==> src/rtl/video_pkg.sv <==
// shared widths, video pixel and AXI4-Lite types for the binning stage
`default_nettype none

package video_pkg;

    // ----------------------------------------
    // sizes
    // ----------------------------------------
    localparam int PIXEL_WIDTH    = 8;
    localparam int LINE_SIZE_MAX  = 64;
    localparam int LINE_PTR_WIDTH = $clog2(LINE_SIZE_MAX);
    localparam int AXI_ADDR_WIDTH = 4;
    localparam int AXI_DATA_WIDTH = 32;

    // one pixel with its de/hs/vs flags
    typedef struct packed {
        logic [PIXEL_WIDTH-1:0] data;
        logic                   de;
        logic                   hs;
        logic                   vs;
    } video_px_t;

    typedef enum logic [1:0] {
        OKAY   = 2'b00,
        SLVERR = 2'b10
    } axil_resp_e;

    // master side of the register port
    typedef struct packed {
        logic                        awvalid;
        logic [AXI_ADDR_WIDTH-1:0]   awaddr;
        logic                        wvalid;
        logic [AXI_DATA_WIDTH-1:0]   wdata;
        logic [AXI_DATA_WIDTH/8-1:0] wstrb;
        logic                        bready;
        logic                        arvalid;
        logic [AXI_ADDR_WIDTH-1:0]   araddr;
        logic                        rready;
    } axil_req_t;

    // slave side of the register port
    typedef struct packed {
        logic                      awready;
        logic                      wready;
        logic                      bvalid;
        axil_resp_e                bresp;
        logic                      arready;
        logic                      rvalid;
        logic [AXI_DATA_WIDTH-1:0] rdata;
        axil_resp_e                rresp;
    } axil_rsp_t;

    // register map
    typedef enum logic [AXI_ADDR_WIDTH-1:0] {
        REG_CTRL      = 4'h0,
        REG_FRAME_CNT = 4'h4,
        REG_PIXEL_CNT = 4'h8
    } reg_addr_e;

endpackage

`default_nettype wire

==> src/rtl/binning_2x2.sv <==
// 2x2 pixel binning core with one line buffer and frame-aligned bypass
`timescale 1ns/100ps
`default_nettype none

module binning_2x2 import video_pkg::*; (
    input  wire logic      clk,
    input  wire logic      rst_n_i,
    input  wire logic      bypass_i,
    input  wire video_px_t vid_i,
    output video_px_t      vid_o
);

    // ----------------------------------------
    // line buffer and line tracking
    // ----------------------------------------
    logic [PIXEL_WIDTH-1:0]    line_mem [LINE_SIZE_MAX];
    logic [LINE_PTR_WIDTH-1:0] col_ptr;
    logic                      hs_q;
    logic                      line_odd;

    // stage 0: current pixel and the pixel above it
    logic [PIXEL_WIDTH-1:0] cur_px;
    logic [PIXEL_WIDTH-1:0] top_px;
    logic                   s0_de;
    logic                   s0_pair;

    // stage 1: horizontal pair sums
    logic [PIXEL_WIDTH-1:0] cur_prev;
    logic [PIXEL_WIDTH-1:0] top_prev;
    logic [PIXEL_WIDTH:0]   sum_cur;
    logic [PIXEL_WIDTH:0]   sum_top;
    logic                   s1_vld;

    // stage 2: full 2x2 sum
    logic [PIXEL_WIDTH+1:0] sum_all;
    logic                   s2_vld;

    // binned output and rebuilt flags
    logic [PIXEL_WIDTH-1:0] bin_data;
    logic                   bin_de;
    logic [3:0]             sr_hs;
    logic [3:0]             sr_vs;

    // bypass path
    logic      bypass_q;
    video_px_t pass_q;

    // column pointer restarts every line, parity restarts every frame
    always_ff @(posedge clk or negedge rst_n_i) begin
        if (!rst_n_i) begin
            col_ptr  <= '0;
            hs_q     <= 1'b0;
            line_odd <= 1'b0;
        end else begin
            hs_q <= vid_i.hs;
            if (!vid_i.hs) begin
                col_ptr <= '0;
            end else if (vid_i.de) begin
                col_ptr <= col_ptr + 1'b1;
            end
            if (!vid_i.vs) begin
                line_odd <= 1'b0;
            end else if (hs_q && !vid_i.hs) begin
                line_odd <= ~line_odd;
            end
        end
    end

    // ----------------------------------------
    // datapath
    // ----------------------------------------
    always_ff @(posedge clk) begin
        // read the previous line before overwriting the same column
        if (vid_i.de) begin
            top_px            <= line_mem[col_ptr];
            line_mem[col_ptr] <= vid_i.data;
            cur_px            <= vid_i.data;
        end
        if (s0_de) begin
            top_prev <= top_px;
            cur_prev <= cur_px;
            sum_top  <= {1'b0, top_prev} + {1'b0, top_px};
            sum_cur  <= {1'b0, cur_prev} + {1'b0, cur_px};
        end
        sum_all  <= {1'b0, sum_top} + {1'b0, sum_cur};
        // floor of sum / 4
        bin_data <= sum_all[PIXEL_WIDTH+1:2];
    end

    // ----------------------------------------
    // valid and flag pipeline
    // ----------------------------------------
    always_ff @(posedge clk or negedge rst_n_i) begin
        if (!rst_n_i) begin
            s0_de   <= 1'b0;
            s0_pair <= 1'b0;
            s1_vld  <= 1'b0;
            s2_vld  <= 1'b0;
            bin_de  <= 1'b0;
            sr_hs   <= '0;
            sr_vs   <= '0;
        end else begin
            s0_de   <= vid_i.de;
            // odd column on an odd line closes a 2x2 block
            s0_pair <= vid_i.de & line_odd & col_ptr[0];
            s1_vld  <= s0_pair;
            s2_vld  <= s1_vld;
            bin_de  <= s2_vld;
            // output lines exist only on odd input lines
            sr_hs   <= {sr_hs[2:0], vid_i.hs & line_odd};
            sr_vs   <= {sr_vs[2:0], vid_i.vs};
        end
    end

    // ----------------------------------------
    // bypass
    // ----------------------------------------
    always_ff @(posedge clk or negedge rst_n_i) begin
        if (!rst_n_i) begin
            bypass_q <= 1'b0;
            pass_q   <= '0;
        end else begin
            pass_q <= vid_i;
            // mode changes in vertical blanking once the binned tail has left
            if (!vid_i.vs && sr_vs == '0) begin
                bypass_q <= bypass_i;
            end
        end
    end

    always_comb begin
        if (bypass_q) begin
            vid_o = pass_q;
        end else begin
            vid_o.data = bin_data;
            vid_o.de   = bin_de;
            vid_o.hs   = sr_hs[3];
            vid_o.vs   = sr_vs[3];
        end
    end

endmodule

`default_nettype wire

==> src/rtl/frame_stats.sv <==
// output frame statistics: finished frame count and pixels in the last frame
`timescale 1ns/100ps
`default_nettype none

module frame_stats import video_pkg::*; (
    input  wire logic      clk,
    input  wire logic      rst_n_i,
    input  wire video_px_t vid_i,
    output logic [31:0]    frame_cnt_o,
    output logic [31:0]    pixel_cnt_o
);

    logic        vs_q;
    logic        vs_fall;
    // pixels seen so far in the current frame
    logic [31:0] run_cnt;

    // ----------------------------------------
    // frame end detect
    // ----------------------------------------
    assign vs_fall = vs_q & ~vid_i.vs;

    always_ff @(posedge clk or negedge rst_n_i) begin
        if (!rst_n_i) begin
            vs_q        <= 1'b0;
            run_cnt     <= '0;
            frame_cnt_o <= '0;
            pixel_cnt_o <= '0;
        end else begin
            vs_q <= vid_i.vs;
            if (vs_fall) begin
                // publish the finished frame and start over
                pixel_cnt_o <= run_cnt;
                frame_cnt_o <= frame_cnt_o + 1'b1;
                run_cnt     <= '0;
            end else if (vid_i.de) begin
                run_cnt <= run_cnt + 1'b1;
            end
        end
    end

endmodule

`default_nettype wire

==> src/rtl/bin_regs_axil.sv <==
// AXI4-Lite register slave with the bypass control and statistics readback
`timescale 1ns/100ps
`default_nettype none

module bin_regs_axil import video_pkg::*; (
    input  wire logic        clk,
    input  wire logic        rst_n_i,
    input  wire axil_req_t   axil_req_i,
    output axil_rsp_t        axil_rsp_o,
    input  wire logic [31:0] frame_cnt_i,
    input  wire logic [31:0] pixel_cnt_i,
    output logic             bypass_o
);

    typedef enum logic [1:0] {W_IDLE, W_ACCEPT, W_EXEC, W_RESP} wr_state_e;
    typedef enum logic [1:0] {R_IDLE, R_ACCEPT, R_DATA} rd_state_e;

    wr_state_e                 wr_state;
    rd_state_e                 rd_state;
    logic                      awready;
    logic                      wready;
    logic                      bvalid;
    axil_resp_e                bresp;
    logic                      arready;
    logic                      rvalid;
    logic [AXI_DATA_WIDTH-1:0] rdata;
    axil_resp_e                rresp;

    // captured write request
    logic [AXI_ADDR_WIDTH-1:0] wr_addr;
    logic                      wr_bit0;
    logic                      wr_lane0;

    always_ff @(posedge clk) begin
        if (wr_state == W_ACCEPT) begin
            wr_addr  <= axil_req_i.awaddr;
            wr_bit0  <= axil_req_i.wdata[0];
            wr_lane0 <= axil_req_i.wstrb[0];
        end
    end

    // ----------------------------------------
    // write channel
    // ----------------------------------------
    always_ff @(posedge clk or negedge rst_n_i) begin
        if (!rst_n_i) begin
            wr_state <= W_IDLE;
            awready  <= 1'b0;
            wready   <= 1'b0;
            bvalid   <= 1'b0;
            bresp    <= OKAY;
            bypass_o <= 1'b0;
        end else begin
            case (wr_state)
                W_IDLE: begin
                    // address and data are taken together
                    if (axil_req_i.awvalid && axil_req_i.wvalid) begin
                        awready  <= 1'b1;
                        wready   <= 1'b1;
                        wr_state <= W_ACCEPT;
                    end
                end
                W_ACCEPT: begin
                    awready  <= 1'b0;
                    wready   <= 1'b0;
                    wr_state <= W_EXEC;
                end
                W_EXEC: begin
                    if (wr_addr == REG_CTRL) begin
                        if (wr_lane0) begin
                            bypass_o <= wr_bit0;
                        end
                        bresp <= OKAY;
                    end else begin
                        bresp <= SLVERR;
                    end
                    bvalid   <= 1'b1;
                    wr_state <= W_RESP;
                end
                default: begin
                    if (axil_req_i.bready) begin
                        bvalid   <= 1'b0;
                        wr_state <= W_IDLE;
                    end
                end
            endcase
        end
    end

    // ----------------------------------------
    // read channel
    // ----------------------------------------
    always_ff @(posedge clk or negedge rst_n_i) begin
        if (!rst_n_i) begin
            rd_state <= R_IDLE;
            arready  <= 1'b0;
            rvalid   <= 1'b0;
            rdata    <= '0;
            rresp    <= OKAY;
        end else begin
            case (rd_state)
                R_IDLE: begin
                    if (axil_req_i.arvalid) begin
                        arready  <= 1'b1;
                        rd_state <= R_ACCEPT;
                    end
                end
                R_ACCEPT: begin
                    arready <= 1'b0;
                    rvalid  <= 1'b1;
                    rresp   <= OKAY;
                    case (axil_req_i.araddr)
                        REG_CTRL:      rdata <= {{(AXI_DATA_WIDTH-1){1'b0}}, bypass_o};
                        REG_FRAME_CNT: rdata <= frame_cnt_i;
                        REG_PIXEL_CNT: rdata <= pixel_cnt_i;
                        default: begin
                            rdata <= '0;
                            rresp <= SLVERR;
                        end
                    endcase
                    rd_state <= R_DATA;
                end
                default: begin
                    if (axil_req_i.rready) begin
                        rvalid   <= 1'b0;
                        rd_state <= R_IDLE;
                    end
                end
            endcase
        end
    end

    always_comb begin
        axil_rsp_o.awready = awready;
        axil_rsp_o.wready  = wready;
        axil_rsp_o.bvalid  = bvalid;
        axil_rsp_o.bresp   = bresp;
        axil_rsp_o.arready = arready;
        axil_rsp_o.rvalid  = rvalid;
        axil_rsp_o.rdata   = rdata;
        axil_rsp_o.rresp   = rresp;
    end

endmodule

`default_nettype wire

==> src/rtl/binning_top.sv <==
// binning stage top: core, output statistics and AXI4-Lite register block
`timescale 1ns/100ps
`default_nettype none

module binning_top import video_pkg::*; (
    input  wire logic      clk,
    input  wire logic      rst_n_i,
    input  wire video_px_t vid_i,
    output video_px_t      vid_o,
    input  wire axil_req_t axil_req_i,
    output axil_rsp_t      axil_rsp_o
);

    logic        bypass;
    logic [31:0] frame_cnt;
    logic [31:0] pixel_cnt;

    // ----------------------------------------
    // video path
    // ----------------------------------------
    binning_2x2 binning_2x2_i (
        .clk      (clk),
        .rst_n_i  (rst_n_i),
        .bypass_i (bypass),
        .vid_i    (vid_i),
        .vid_o    (vid_o)
    );

    // statistics watch the core output
    frame_stats frame_stats_i (
        .clk         (clk),
        .rst_n_i     (rst_n_i),
        .vid_i       (vid_o),
        .frame_cnt_o (frame_cnt),
        .pixel_cnt_o (pixel_cnt)
    );

    // ----------------------------------------
    // register port
    // ----------------------------------------
    bin_regs_axil bin_regs_axil_i (
        .clk         (clk),
        .rst_n_i     (rst_n_i),
        .axil_req_i  (axil_req_i),
        .axil_rsp_o  (axil_rsp_o),
        .frame_cnt_i (frame_cnt),
        .pixel_cnt_i (pixel_cnt),
        .bypass_o    (bypass)
    );

endmodule

`default_nettype wire

==> config.mk <==
export PLATFORM = sky130hd
export DESIGN_NAME = binning_top
export DESIGN_NICKNAME = d
export VERILOG_FILES = /design/src/rtl/video_pkg.sv /design/src/rtl/binning_2x2.sv /design/src/rtl/frame_stats.sv /design/src/rtl/bin_regs_axil.sv /design/src/rtl/binning_top.sv
export SDC_FILE = /design/constraint.sdc
export NUM_CORES = 1
export LEC_CHECK = 0
export ABC_AREA = 1
export BUFFER_PORTS_ARGS = -buffer_cell sky130_fd_sc_hd__clkbuf_2
export CAP_MARGIN = 20
export CORE_AREA = 2 2 260 262
export DETAILED_ROUTE_END_ITERATION = 8
export DIE_AREA = 0 0 262 264
export PLACE_DENSITY_LB_ADDON = 0.05
export SLEW_MARGIN = 20
export SYNTH_ARGS = -nofsm -noshare
export SYNTH_HDL_FRONTEND = slang
export SYNTH_SLANG_ARGS = --single-unit
==> constraint.sdc <==
create_clock -name clk -period 3.2 [get_ports clk]
set_clock_uncertainty 0.15 [all_clocks]
set_input_delay 0.64 -clock clk [delete_from_list [all_inputs] [get_ports clk]]
set_output_delay 0.64 -clock clk [all_outputs]
set_load 0.05 [all_outputs]
==> reports/qor.yml, run 1 <==
synth-edff-count: 568
fin_hold_ws_ns: 0.0547
final.setup.tns_ns: 0
critPathTopFamily: "buffers and inverters"
grt_max_degree: 143
layout.nets: 3640
die_area_sq_um: 69200
num_vias: 23000
rows: 95
max_stage_delay_ns: 0.53
drt-pass1-iter-count: 5
total_leakage_power_nw: 16.0
root_buffer: "clkbuf_16"
place.gp.congestion: 0.930
drive_above_1_share_pct: 9.20
antenna_cells: 0
detail-route-antenna-nets: 0
routedWlPerCell_um: 17.9
critPathBufInv: 2
clk_latency_ns: 0.62
synthCells: 3424
ys_ff_latch: 754
port_buffers: 77
io_pins: 114
finalSetupViolCount: 0
grt_use_total_pct: 23.4
stdcell_count: 4483
crit_cells: 4
setup_ws_ns: 0.286
synth_ff_type: "edfxtp_1"
place_ws_ns: 0.345
fp.dieH_um: 264
seq_area_sq_um: 21600
place_inst: 4333
peakVddDrop_mv: 0.439
dp_hpwl_um: 51000
drc: 0
worstHoldPathCells: 1
syn_to_final_growth_pct: 12.9
gr-total-overflow: 0
clock.fmax_mhz: 343
max_slew_margin_pct: 42.3
synth_area_sq_um: 32900
crit_arrival_ns: 2.12
power_density_nw_per_um2: 624
grt_pass1_vias: 22300
crit_slowest_cell: "dfrtp_1"
num-fill-cells: 5849
ys_seq_area_share_pct: 65.7
antenna_found_initial: 0
die_x_um: 262
cts_tree: "built"
via_per_inst: 5.13
cts_sinks: 754
critical_path_class: "flop to output pin"
cts_buffers: 81
yosysWarnings: 0
r2r_slack_ns: 0.29
synth_cell_types: 45
status: "completed"
worstMarginPinSlew_ns: 0.865
multi_input_area_sq_um: 9910
grt_pass1_wl_um: 125000
crit_path_start_kind: "flop"
clk_pin_slew_worst_paths_ns: 0.06
reg2reg_depth: 12
avgSynthCellArea_sq_um: 9.61
period_needed_ns: 2.91
routed_wl_um: 80000
crit_fanout: 13
htree_num_levels: 3
endpoint_kind: "output pin"
hold_viol: 0
placeableCoreArea_sq_um: 66600
required_ns: 2.41
post-route-period-util_pct: 91.1
synthArstFlopShare_pct: 22.5
crit_chain: "inv_2 -> nand2_1 -> nand2_2 -> clkbuf_2"
drv_slew: 0
utilization_pct: 55.8
rsz0062_at_grt: "false"
maxCapViolations: 0
start_util_pct: 49.5
drtIter0Drc: 1715
clock_path_buffers: 3
hold_path.class: "input pin to flop"
## routing by layer
metal / vias up / global-route usage, % / wire [um] / share of wire, %
li1: 11300 / - / - / -
met1: 11000 / 32.8 / 36400 / 45
met2: 587 / 37.6 / 37300 / 47
met3: 140 / 3.57 / 4150 / 5.2
met4: 0 / 7.45 / 2240 / 2.8
met5: - / 0 / 0 / 0
## sequential cells by signal, indices dropped and copies added, names as in the netlist, 6 cells and up
register and flops:
binning_2x2_i.line_mem 512, bin_regs_axil_i.rdata 32, frame_stats_i.frame_cnt_o 32, frame_stats_i.pixel_cnt_o 32, frame_stats_i.run_cnt 32, binning_2x2_i.sum_cur 9, binning_2x2_i.sum_top 9, binning_2x2_i.bin_data 8
binning_2x2_i.cur_prev 8, binning_2x2_i.cur_px 8, binning_2x2_i.pass_q 8, binning_2x2_i.sum_all 8, binning_2x2_i.top_prev 8, binning_2x2_i.top_px 8, binning_2x2_i.col_ptr 6
## through the flow
stage | total power [W] | cell area [sq um]
global placement | 0.0141 | 34500
CTS | 0.0234 | 37200
finish | 0.0232 | 37200
floorplan | 0.0134 | 32900
detailed placement | 0.0142 | 34500
global route | 0.0241 | 37200
## cell families after synthesis
kind of cell | synth area share (%)
AO/OA/AOI/OAI | 2.51
buffers and inverters | 4.22
XOR/XNOR | 1.04
flip-flops | 65.7
other | 0.0114
AND/OR/NAND/NOR | 25.2
adder cells (fa/ha/maj) | 1.30
## path summary, 6_finish.rpt
kind                                     startpoint                            end
hold reg to reg            binning_2x2_i.sum_all[9]      binning_2x2_i.bin_data[7]
max in group asynchronous                   rst_n_i      frame_stats_i.run_cnt[31]
hold / removal                       axil_req_i[47]     bin_regs_axil_i.wr_addr[3]
setup reg to reg           binning_2x2_i.col_ptr[0]        binning_2x2_i.top_px[1]
setup / recovery             binning_2x2_i.bypass_q                       vid_o[2]
min in group asynchronous                   rst_n_i  frame_stats_i.frame_cnt_o[11]
## layout by cell type (no fill, tap or decap), types with 2 or more instances in the layout
master / netlist / layout
nor2_1: 189 / 188
clkinvlp_4: 0 / 4
dfrtp_4: 0 / 2
a21o_1: 3 / 3
dfrtp_1: 170 / 167
inv_2: 8 / 7
conb_1: 1 / 2
clkbuf_2: 0 / 76
clkinv_2: 0 / 19
nand2_2: 1 / 2
nor3b_1: 2 / 2
buf_12: 0 / 7
inv_6: 0 / 3
o31ai_1: 3 / 3
o21ai_0: 69 / 69
fa_1: 2 / 2
nor2_4: 3 / 3
nor2_2: 8 / 9
bufinv_16: 0 / 6
edfxtp_1: 568 / 568
nand4_1: 30 / 30
nor3_2: 8 / 8
a21oi_1: 35 / 35
clkbuf_8: 0 / 2
dfxtp_1: 16 / 16
inv_1: 169 / 169
clkbuf_16: 0 / 86
o22ai_1: 32 / 32
o211ai_1: 2 / 2
nand3_1: 51 / 51
dlygate4sd3_1: 0 / 2
clkbuf_1: 30 / 18
nand2_1: 1811 / 1810
nor3_1: 21 / 21
xor2_1: 38 / 38
buf_4: 25 / 89
ha_1: 31 / 31
clkinv_1: 1 / 11
## final cells by class
| class | instances | share of cell area [%] |
|---|---|---|
| Sequential cell | 754 | 58.2 |
| Multi-Input combinational cell | 2354 | 26.7 |
| Clock buffer | 107 | 6.07 |
| Timing Repair Buffer | 175 | 3.28 |
| Tap cell | 873 | 2.94 |
| Inverter | 179 | 1.83 |
| Clock inverter | 41 | 0.970 |
## cells in the mapped netlist, types with 25 or more instances
cell,number,area (sq um)
nand2_1,1811,6800
dfrtp_1,170,4250
o22ai_1,32,200
buf_2,64,320
ha_1,31,388
nand4_1,30,188
a21oi_1,35,175
inv_1,169,634
xor2_1,38,333
nor2_1,189,709
clkbuf_1,30,113
o21ai_0,69,345
buf_4,25,188
edfxtp_1,568,17100
nand3_1,51,255
## power by group
| group | switching (W) | total, W | internal (W) | leakage (nW) |
|---|---|---|---|---|
| combinational | 0.00210 | 0.00281 | 0.000714 | 7.18 |
| sequential | 0.000210 | 0.0112 | 0.0110 | 7.59 |
| clock | 0.00377 | 0.00922 | 0.00544 | 1.28 |
## what timing repair did
item,CTS,global route
hold buffers,2,0
gates resized for setup,0,1
setup buffers,0,0
setup endpoints to repair,0,1
hold endpoints to repair,65,0
Power figures use the tool's default switching activity.
==> run 2, diff against run 1 <==
Settings changed: CORE_AREA 2 2 260 262 to 2 2 261 263, DIE_AREA 0 0 262 264 to 0 0 263 265, SLEW_MARGIN 20 to default, SYNTH_HIERARCHICAL from default to 1.
==> run 2 against run 1 <==
Against the previous run:
- global-route usage fell by 0.62 points
- clock power is essentially flat
- register-to-register slack gained 0.14 ns
- synthesized area rose by 0.86%
- power increased by 0.36%
- first-iteration DRC count fell by 3.2%
- die area is 0.76% higher
- clock-buffer cell count grew 1
- cell count down 0.11%
- wire length fell by 2.2%
==> reports/qor.yml, run 2 <==
layout.nets: 3635  # -0.14%
synthArstFlopShare_pct: 22.5  # unchanged
largest_reg_flops: 512  # unchanged
ys_ff_latch: 754  # unchanged
num_vias: 22600  # -1.7%
final.setup.tns_ns: 0  # unchanged
crit_arrival_ns: 2.17  # +0.05 ns
clock_path_buffers: 3  # unchanged
layout_common_cells: "nand2_1 (1832), edfxtp_1 (568), nor2_1 (179), dfrtp_1 (167), nand3_1 (115)"
cts_buffers: 81  # unchanged
finalSetupViolCount: 0  # unchanged
drive_above_1_share_pct: 10.9  # +1.7 points
grt_use_total_pct: 22.8  # -0.62 points
post-route-period-util_pct: 92.5  # +1.4 points
yosysMostFrequentCell: "nand2_1"
avgSynthCellArea_sq_um: 9.74  # +1.3%
hold_path.class: "input pin to flop"
design_power_total_w: 0.0233  # +0.36%
io_pins: 114  # unchanged
critical_path_class: "flop to output pin"
die_x_um: 263  # +0.38%
crit_fanout: 12  # -1
endpoint_kind: "output pin"
total_leakage_power_nw: 16.6  # +3.2%
yosys.area.top_type: "edfxtp_1"
cts_tree: "built"
die_area_sq_um: 69700  # +0.76%
syn_to_final_growth_pct: 12.9  # about the same
port_buffers: 77  # unchanged
clock.fmax_mhz: 338  # -1.5%
antenna_found_initial: 0  # unchanged
post-cts-setup-buffers: 0  # unchanged
yosysWarnings: 6  # +6
clk_latency_ns: 0.63  # about the same
worstMarginPinSlew_ns: 0.894  # +0.0281 ns
ys_seq_area_share_pct: 65.2  # -0.56 points
multi_input_area_sq_um: 10300  # +3.6%
crit_path_start_kind: "flop"
status: "completed"
synth_top_cell_area_share_pct: 51.4  # -0.44 points
synth_area_sq_um: 33200  # +0.86%
antenna_cells: 0  # unchanged
grt_pass1_vias: 22300  # +0.12%
grt_pass1_wl_um: 124000  # -0.88%
power_density_nw_per_um2: 621  # -0.50%
num-fill-cells: 5929  # +1.4%
placeableCoreArea_sq_um: 66800  # +0.36%
clk_pin_slew_worst_paths_ns: 0.06  # about the same
routedWlPerCell_um: 17.5  # -2.1%
regMostFlops: "binning_2x2_i/line_mem"
hold_viol: 0  # unchanged
rsz0062_at_grt: "false"
detail-route-antenna-nets: 0  # unchanged
via_per_inst: 5.05  # -1.6%
synth-edff-count: 568  # unchanged
period_needed_ns: 2.96  # +0.0452 ns
synthCells: 3408  # -0.47%
routed_wl_um: 78300  # -2.2%
required_ns: 2.41  # about the same
dp_hpwl_um: 49300  # -3.3%
cts_sinks: 754  # unchanged
seq_area_sq_um: 21600  # unchanged
synth_ff_type: "edfxtp_1"
synthTopCellsByArea: "edfxtp_1 (51%), nand2_1 (21%), dfrtp_1 (13%)"
gr-total-overflow: 0  # unchanged
final_common_cell: "nand2_1"
htree_num_levels: 3  # unchanged
drv_slew: 0  # unchanged
maxCapViolations: 0  # unchanged
place.gp.congestion: 0.863  # -7.2%
max_slew_margin_pct: 40.4  # -1.9 points
utilization_pct: 56.1  # +0.28 points
grt_max_degree: 153  # +7.0%
root_buffer: "clkbuf_16"
synth_cell_types: 50  # +11%
fp.dieH_um: 265  # +0.38%
drc: 0  # unchanged
start_util_pct: 49.7  # +0.25 points
drtIter0Drc: 1660  # -3.2%
drt-pass1-iter-count: 5  # unchanged
synth_top_cells_by_count: "nand2_1 (1834), edfxtp_1 (568), nor2_1 (179), dfrtp_1 (170), nand3_1 (115)"
rows: 95  # unchanged
peakVddDrop_mv: 0.434  # -1.2%
-- run 2: cell types whose count changed in the layout (fill, tap and decap cells not counted), sizes merged, moves of 8 or more --
cell	previous run	this run
xnor2	1	9
o22ai	32	1
xor2	38	29
nand3	53	128
o21ai	69	37
nand2	1813	1849
a21oi	35	46
buf	97	114
inv	180	111
nor3	29	12
-- run 2: logic make-up (layout without fill, tap and decap cells) --
logic type | Yosys count | count (layout) | share of synthesized area [%]
buffers and inverters | 253 | 449 | 3.97
XOR/XNOR | 38 | 38 | 1.03
AND/OR/NAND/NOR | 2230 | 2230 | 26.9
other | 1 | 2 | 0.0113
AO/OA/AOI/OAI | 99 | 99 | 1.61
adder cells (fa/ha/maj) | 33 | 33 | 1.29
flip-flops | 754 | 754 | 65.2
-- run 2: critical path, cell delays in order (launching register included) --
cell and delay (ns):
dfrtp_1 0.50, inv_1 0.32, nand2_1 0.11, nand2_2 0.26
clkbuf_2 0.35
-- run 2: routing by layer --
metal / share of wire [%] / vias up / track usage [%]
li1: - / 11300 / -
met1: 46 / 10700 / 31.9
met2: 46 / 508 / 36.7
met3: 4.8 / 128 / 3.53
met4: 2.8 / 0 / 7.29
met5: 0 / - / 0
-- run 2: path summary, 6_finish.rpt --
kind                                     startpoint                            end  slack, ns  cells past startpoint
max                          binning_2x2_i/bypass_q                       vid_o[2]       0.24                      4
min                                   axil_req_i[7]       bin_regs_axil_i/wr_lane0       0.04                      1
max reg2reg                binning_2x2_i/col_ptr[1]  binning_2x2_i/line_mem[54][5]       0.43                      4
min reg2reg                binning_2x2_i/sum_all[2]      binning_2x2_i/bin_data[0]       0.18                      0
max in group asynchronous                   rst_n_i       binning_2x2_i/col_ptr[0]       1.93                      3
min in group asynchronous                   rst_n_i       bin_regs_axil_i/rdata[2]       0.22                      2
-- run 2: power breakdown --
group	total [W]	switching (W)	internal [W]
Combinational	0.00284	0.00208	0.000752
Sequential	0.0112	0.000252	0.0110
Clock	0.00922	0.00380	0.00542
Total	0.0233	0.00614	0.0171
-- run 2: area by class of cell --
type / count / share of cell area (%)
Timing Repair Buffer: 191 / 3.84
Clock inverter: 40 / 0.895
Inverter: 110 / 1.13
Tap cell: 873 / 2.91
Sequential cell: 754 / 57.7
Clock buffer: 108 / 6.09
Multi-Input combinational cell: 2402 / 27.4
-- run 2: what timing repair did --
action | 4_1_cts | 5_1_grt
endpoints found under the hold margin | 170 | 0
endpoints found under the setup margin | 1 | 0
resized for setup | 1 | 0
hold buffers | 1 | 0
-- run 2: stage by stage --
stage                     hold WS [ns]  cells  area [sq um]  setup slack (ns)
final                           0.0415   4478         37500             0.241
after floorplan                  0.160   3409         33200             0.581
after detailed placement         0.164   4329         34800             0.386
after CTS                      0.00183   4478         37500             0.174
after global routing            0.0134   4478         37500            0.0730
after global placement           0.167   4329         34800             0.401
==> run 3, diff against run 2 <==
Settings changed: CELL_PAD_IN_SITES_DETAIL_PLACEMENT from default to 0, CELL_PAD_IN_SITES_GLOBAL_PLACEMENT from default to 2, CORE_AREA 2 2 261 263 to 2 2 278 280, DIE_AREA 0 0 263 265 to 0 0 280 282.
==> run 3 against run 2 <==
Against the previous run:
- die area grew 13%
- cell count up 2.7%
- first-iteration DRC count is 15% lower
- clock power rose by 2%
- power increased by 0.66%
- cell area grew 0.63%
- critical endpoint unchanged
==> reports/qor.yml, run 3 (same netlist as run 2, synthesis figures left out) <==
hold_path.class: "input pin to flop"
via_per_inst: 4.93  # -2.3%
final_common_cell: "nand2_1"
io_pins: 114  # unchanged
port_buffers: 77  # unchanged
layout.nets: 3647  # +0.33%
clock_path_buffers: 3  # unchanged
drt-pass1-iter-count: 5  # unchanged
drc: 0  # unchanged
post-route-period-util_pct: 92.2  # -0.27 points
sw_frac_of_total_pct: 26.5  # +0.17 points
intPower_w: 0.0172  # +0.43%
total_leakage_power_nw: 16.6  # +0.26%
num_vias: 22700  # +0.31%
p_switching_w: 0.00622  # +1.3%
fp.dieH_um: 282  # +6.4%
cts_tree: "built"
routedWlPerCell_um: 18.0  # +3.2%
final.setup.tns_ns: 0  # unchanged
clk_latency_ns: 0.64  # about the same
cts_buffers: 85  # +4.9%
stdcell_count: 4598  # +2.7%
post-cts-setup-buffers: 0  # unchanged
die_area_sq_um: 79000  # +13%
crit_fanout: 12  # unchanged
rows: 101  # +6.3%
status: "completed"
rsz0062_at_grt: "false"
maxCapViolations: 0  # unchanged
routed_wl_um: 83000  # +6.0%
antenna_found_initial: 0  # unchanged
drtIter0Drc: 1419  # -15%
htree_num_levels: 3  # unchanged
crit_arrival_ns: 2.16  # about the same
hold_viol: 0  # unchanged
grt_pass1_vias: 22600  # +1.3%
place.gp.congestion: 0.803  # -7.0%
largest_reg_flops: 512  # unchanged
start_util_pct: 43.9  # -5.8 points
drive_above_1_share_pct: 10.9  # -0.012 points
hold_buffers: 2  # +1
grt_max_degree: 155  # +1.3%
placeableCoreArea_sq_um: 75700  # +13%
post_cts_resized: 0  # -1
cts_sinks: 754  # unchanged
crit_path_start_kind: "flop"
power_frac_seq_pct: 47.8  # -0.4 points
max_slew_margin_pct: 40.3  # -0.13 points
detail-route-antenna-nets: 0  # unchanged
worstMarginPinSlew_ns: 0.892  # -0.00131 ns
grt_pass1_wl_um: 129000  # +3.7%
peakVddDrop_mv: 0.531  # +22%
required_ns: 2.41  # about the same
place_inst: 4440  # +2.6%
regMostFlops: "binning_2x2_i/line_mem"
finalSetupViolCount: 0  # unchanged
p_comb_share_pct: 11.9  # -0.3 points
clock_power_share_pct: 40.2  # +0.6 points
drv_slew: 0  # unchanged
clk_pin_slew_worst_paths_ns: 0.06  # about the same
clock.fmax_mhz: 339  # +0.30%
layout_common_cells: "nand2_1 (1833), edfxtp_1 (568), nor2_1 (179), dfrtp_1 (167), nand3_1 (115)"
num-fill-cells: 6990  # +18%
gr-total-overflow: 0  # unchanged
period_needed_ns: 2.95  # -0.00877 ns
die_x_um: 280  # +6.5%
critical_path_class: "flop to output pin"
dp_hpwl_um: 53300  # +8.0%
endpoint_kind: "output pin"
grt_use_total_pct: 21.3  # -1.5 points
power_density_nw_per_um2: 621  # about the same
syn_to_final_growth_pct: 13.6
root_buffer: "clkbuf_16"
==> run 3: area by class of cell <==
type,instances,area (sq um),area share [%]
Clock inverter,40,357,0.946
Sequential cell,754,21600,57.4
Antenna cell,2,5.00,0.0133
Inverter,110,422,1.12
Multi-Input combinational cell,2402,10300,27.2
Timing Repair Buffer,199,1490,3.94
Tap cell,978,1220,3.24
Clock buffer,113,2320,6.14
==> run 3: metrics by stage <==
stage | power, W | setup WS, ns | hold slack, ns | cell area [sq um] | util (%)
finish | 0.0234 | 0.250 | 0.0427 | 37700 | 49.8
global route | 0.0244 | 0.0713 | 0.00858 | 37700 | 49.8
CTS | 0.0237 | 0.192 | 0.00426 | 37700 | 49.8
detailed placement | 0.0142 | 0.439 | 0.162 | 35000 | 46.2
global placement | 0.0142 | 0.490 | 0.162 | 35000 | 46.2
floorplan | 0.0134 | 0.581 | 0.160 | 33200 | -
==> run 3: power groups by stage <==
| stage | registers (W) | clock network [W] | logic, W |
|---|---|---|---|
| after floorplan | 0.0114 | 0 | 0.00197 |
| after global placement | 0.0114 | 0 | 0.00279 |
| after detailed placement | 0.0114 | 0 | 0.00284 |
| after CTS | 0.0112 | 0.00962 | 0.00285 |
| after global routing | 0.0112 | 0.0100 | 0.00315 |
| final | 0.0112 | 0.00942 | 0.00279 |
==> run 3: final timing paths <==
check / startpoint / end / slack [ns] / cells past startpoint
min reg2reg: binning_2x2_i/sum_all[2] / binning_2x2_i/bin_data[0] / 0.18 / 0
max reg2reg: binning_2x2_i/col_ptr[5] / binning_2x2_i/line_mem[50][1] / 0.46 / 4
max: binning_2x2_i/bypass_q / vid_o[2] / 0.25 / 4
min in group asynchronous: rst_n_i / bin_regs_axil_i/arready / 0.43 / 2
max in group asynchronous: rst_n_i / binning_2x2_i/col_ptr[0] / 1.66 / 3
min: axil_req_i[45] / bin_regs_axil_i/wr_addr[1] / 0.04 / 1
==> run 3: layer usage <==
metal | global-route usage (%) | routed length (um)
met5 | 0 | 0
met2 | 36.7 | 40700
met4 | 6.94 | 2480
met1 | 27.7 | 36800
met3 | 3.03 | 3010
==> run 3: worst max-delay path, cell delays in order, from the launching register on <==
cell	delay [ns]
dfrtp_1	0.50
inv_1	0.32
nand2_1	0.08
nand2_1	0.28
clkbuf_2	0.35
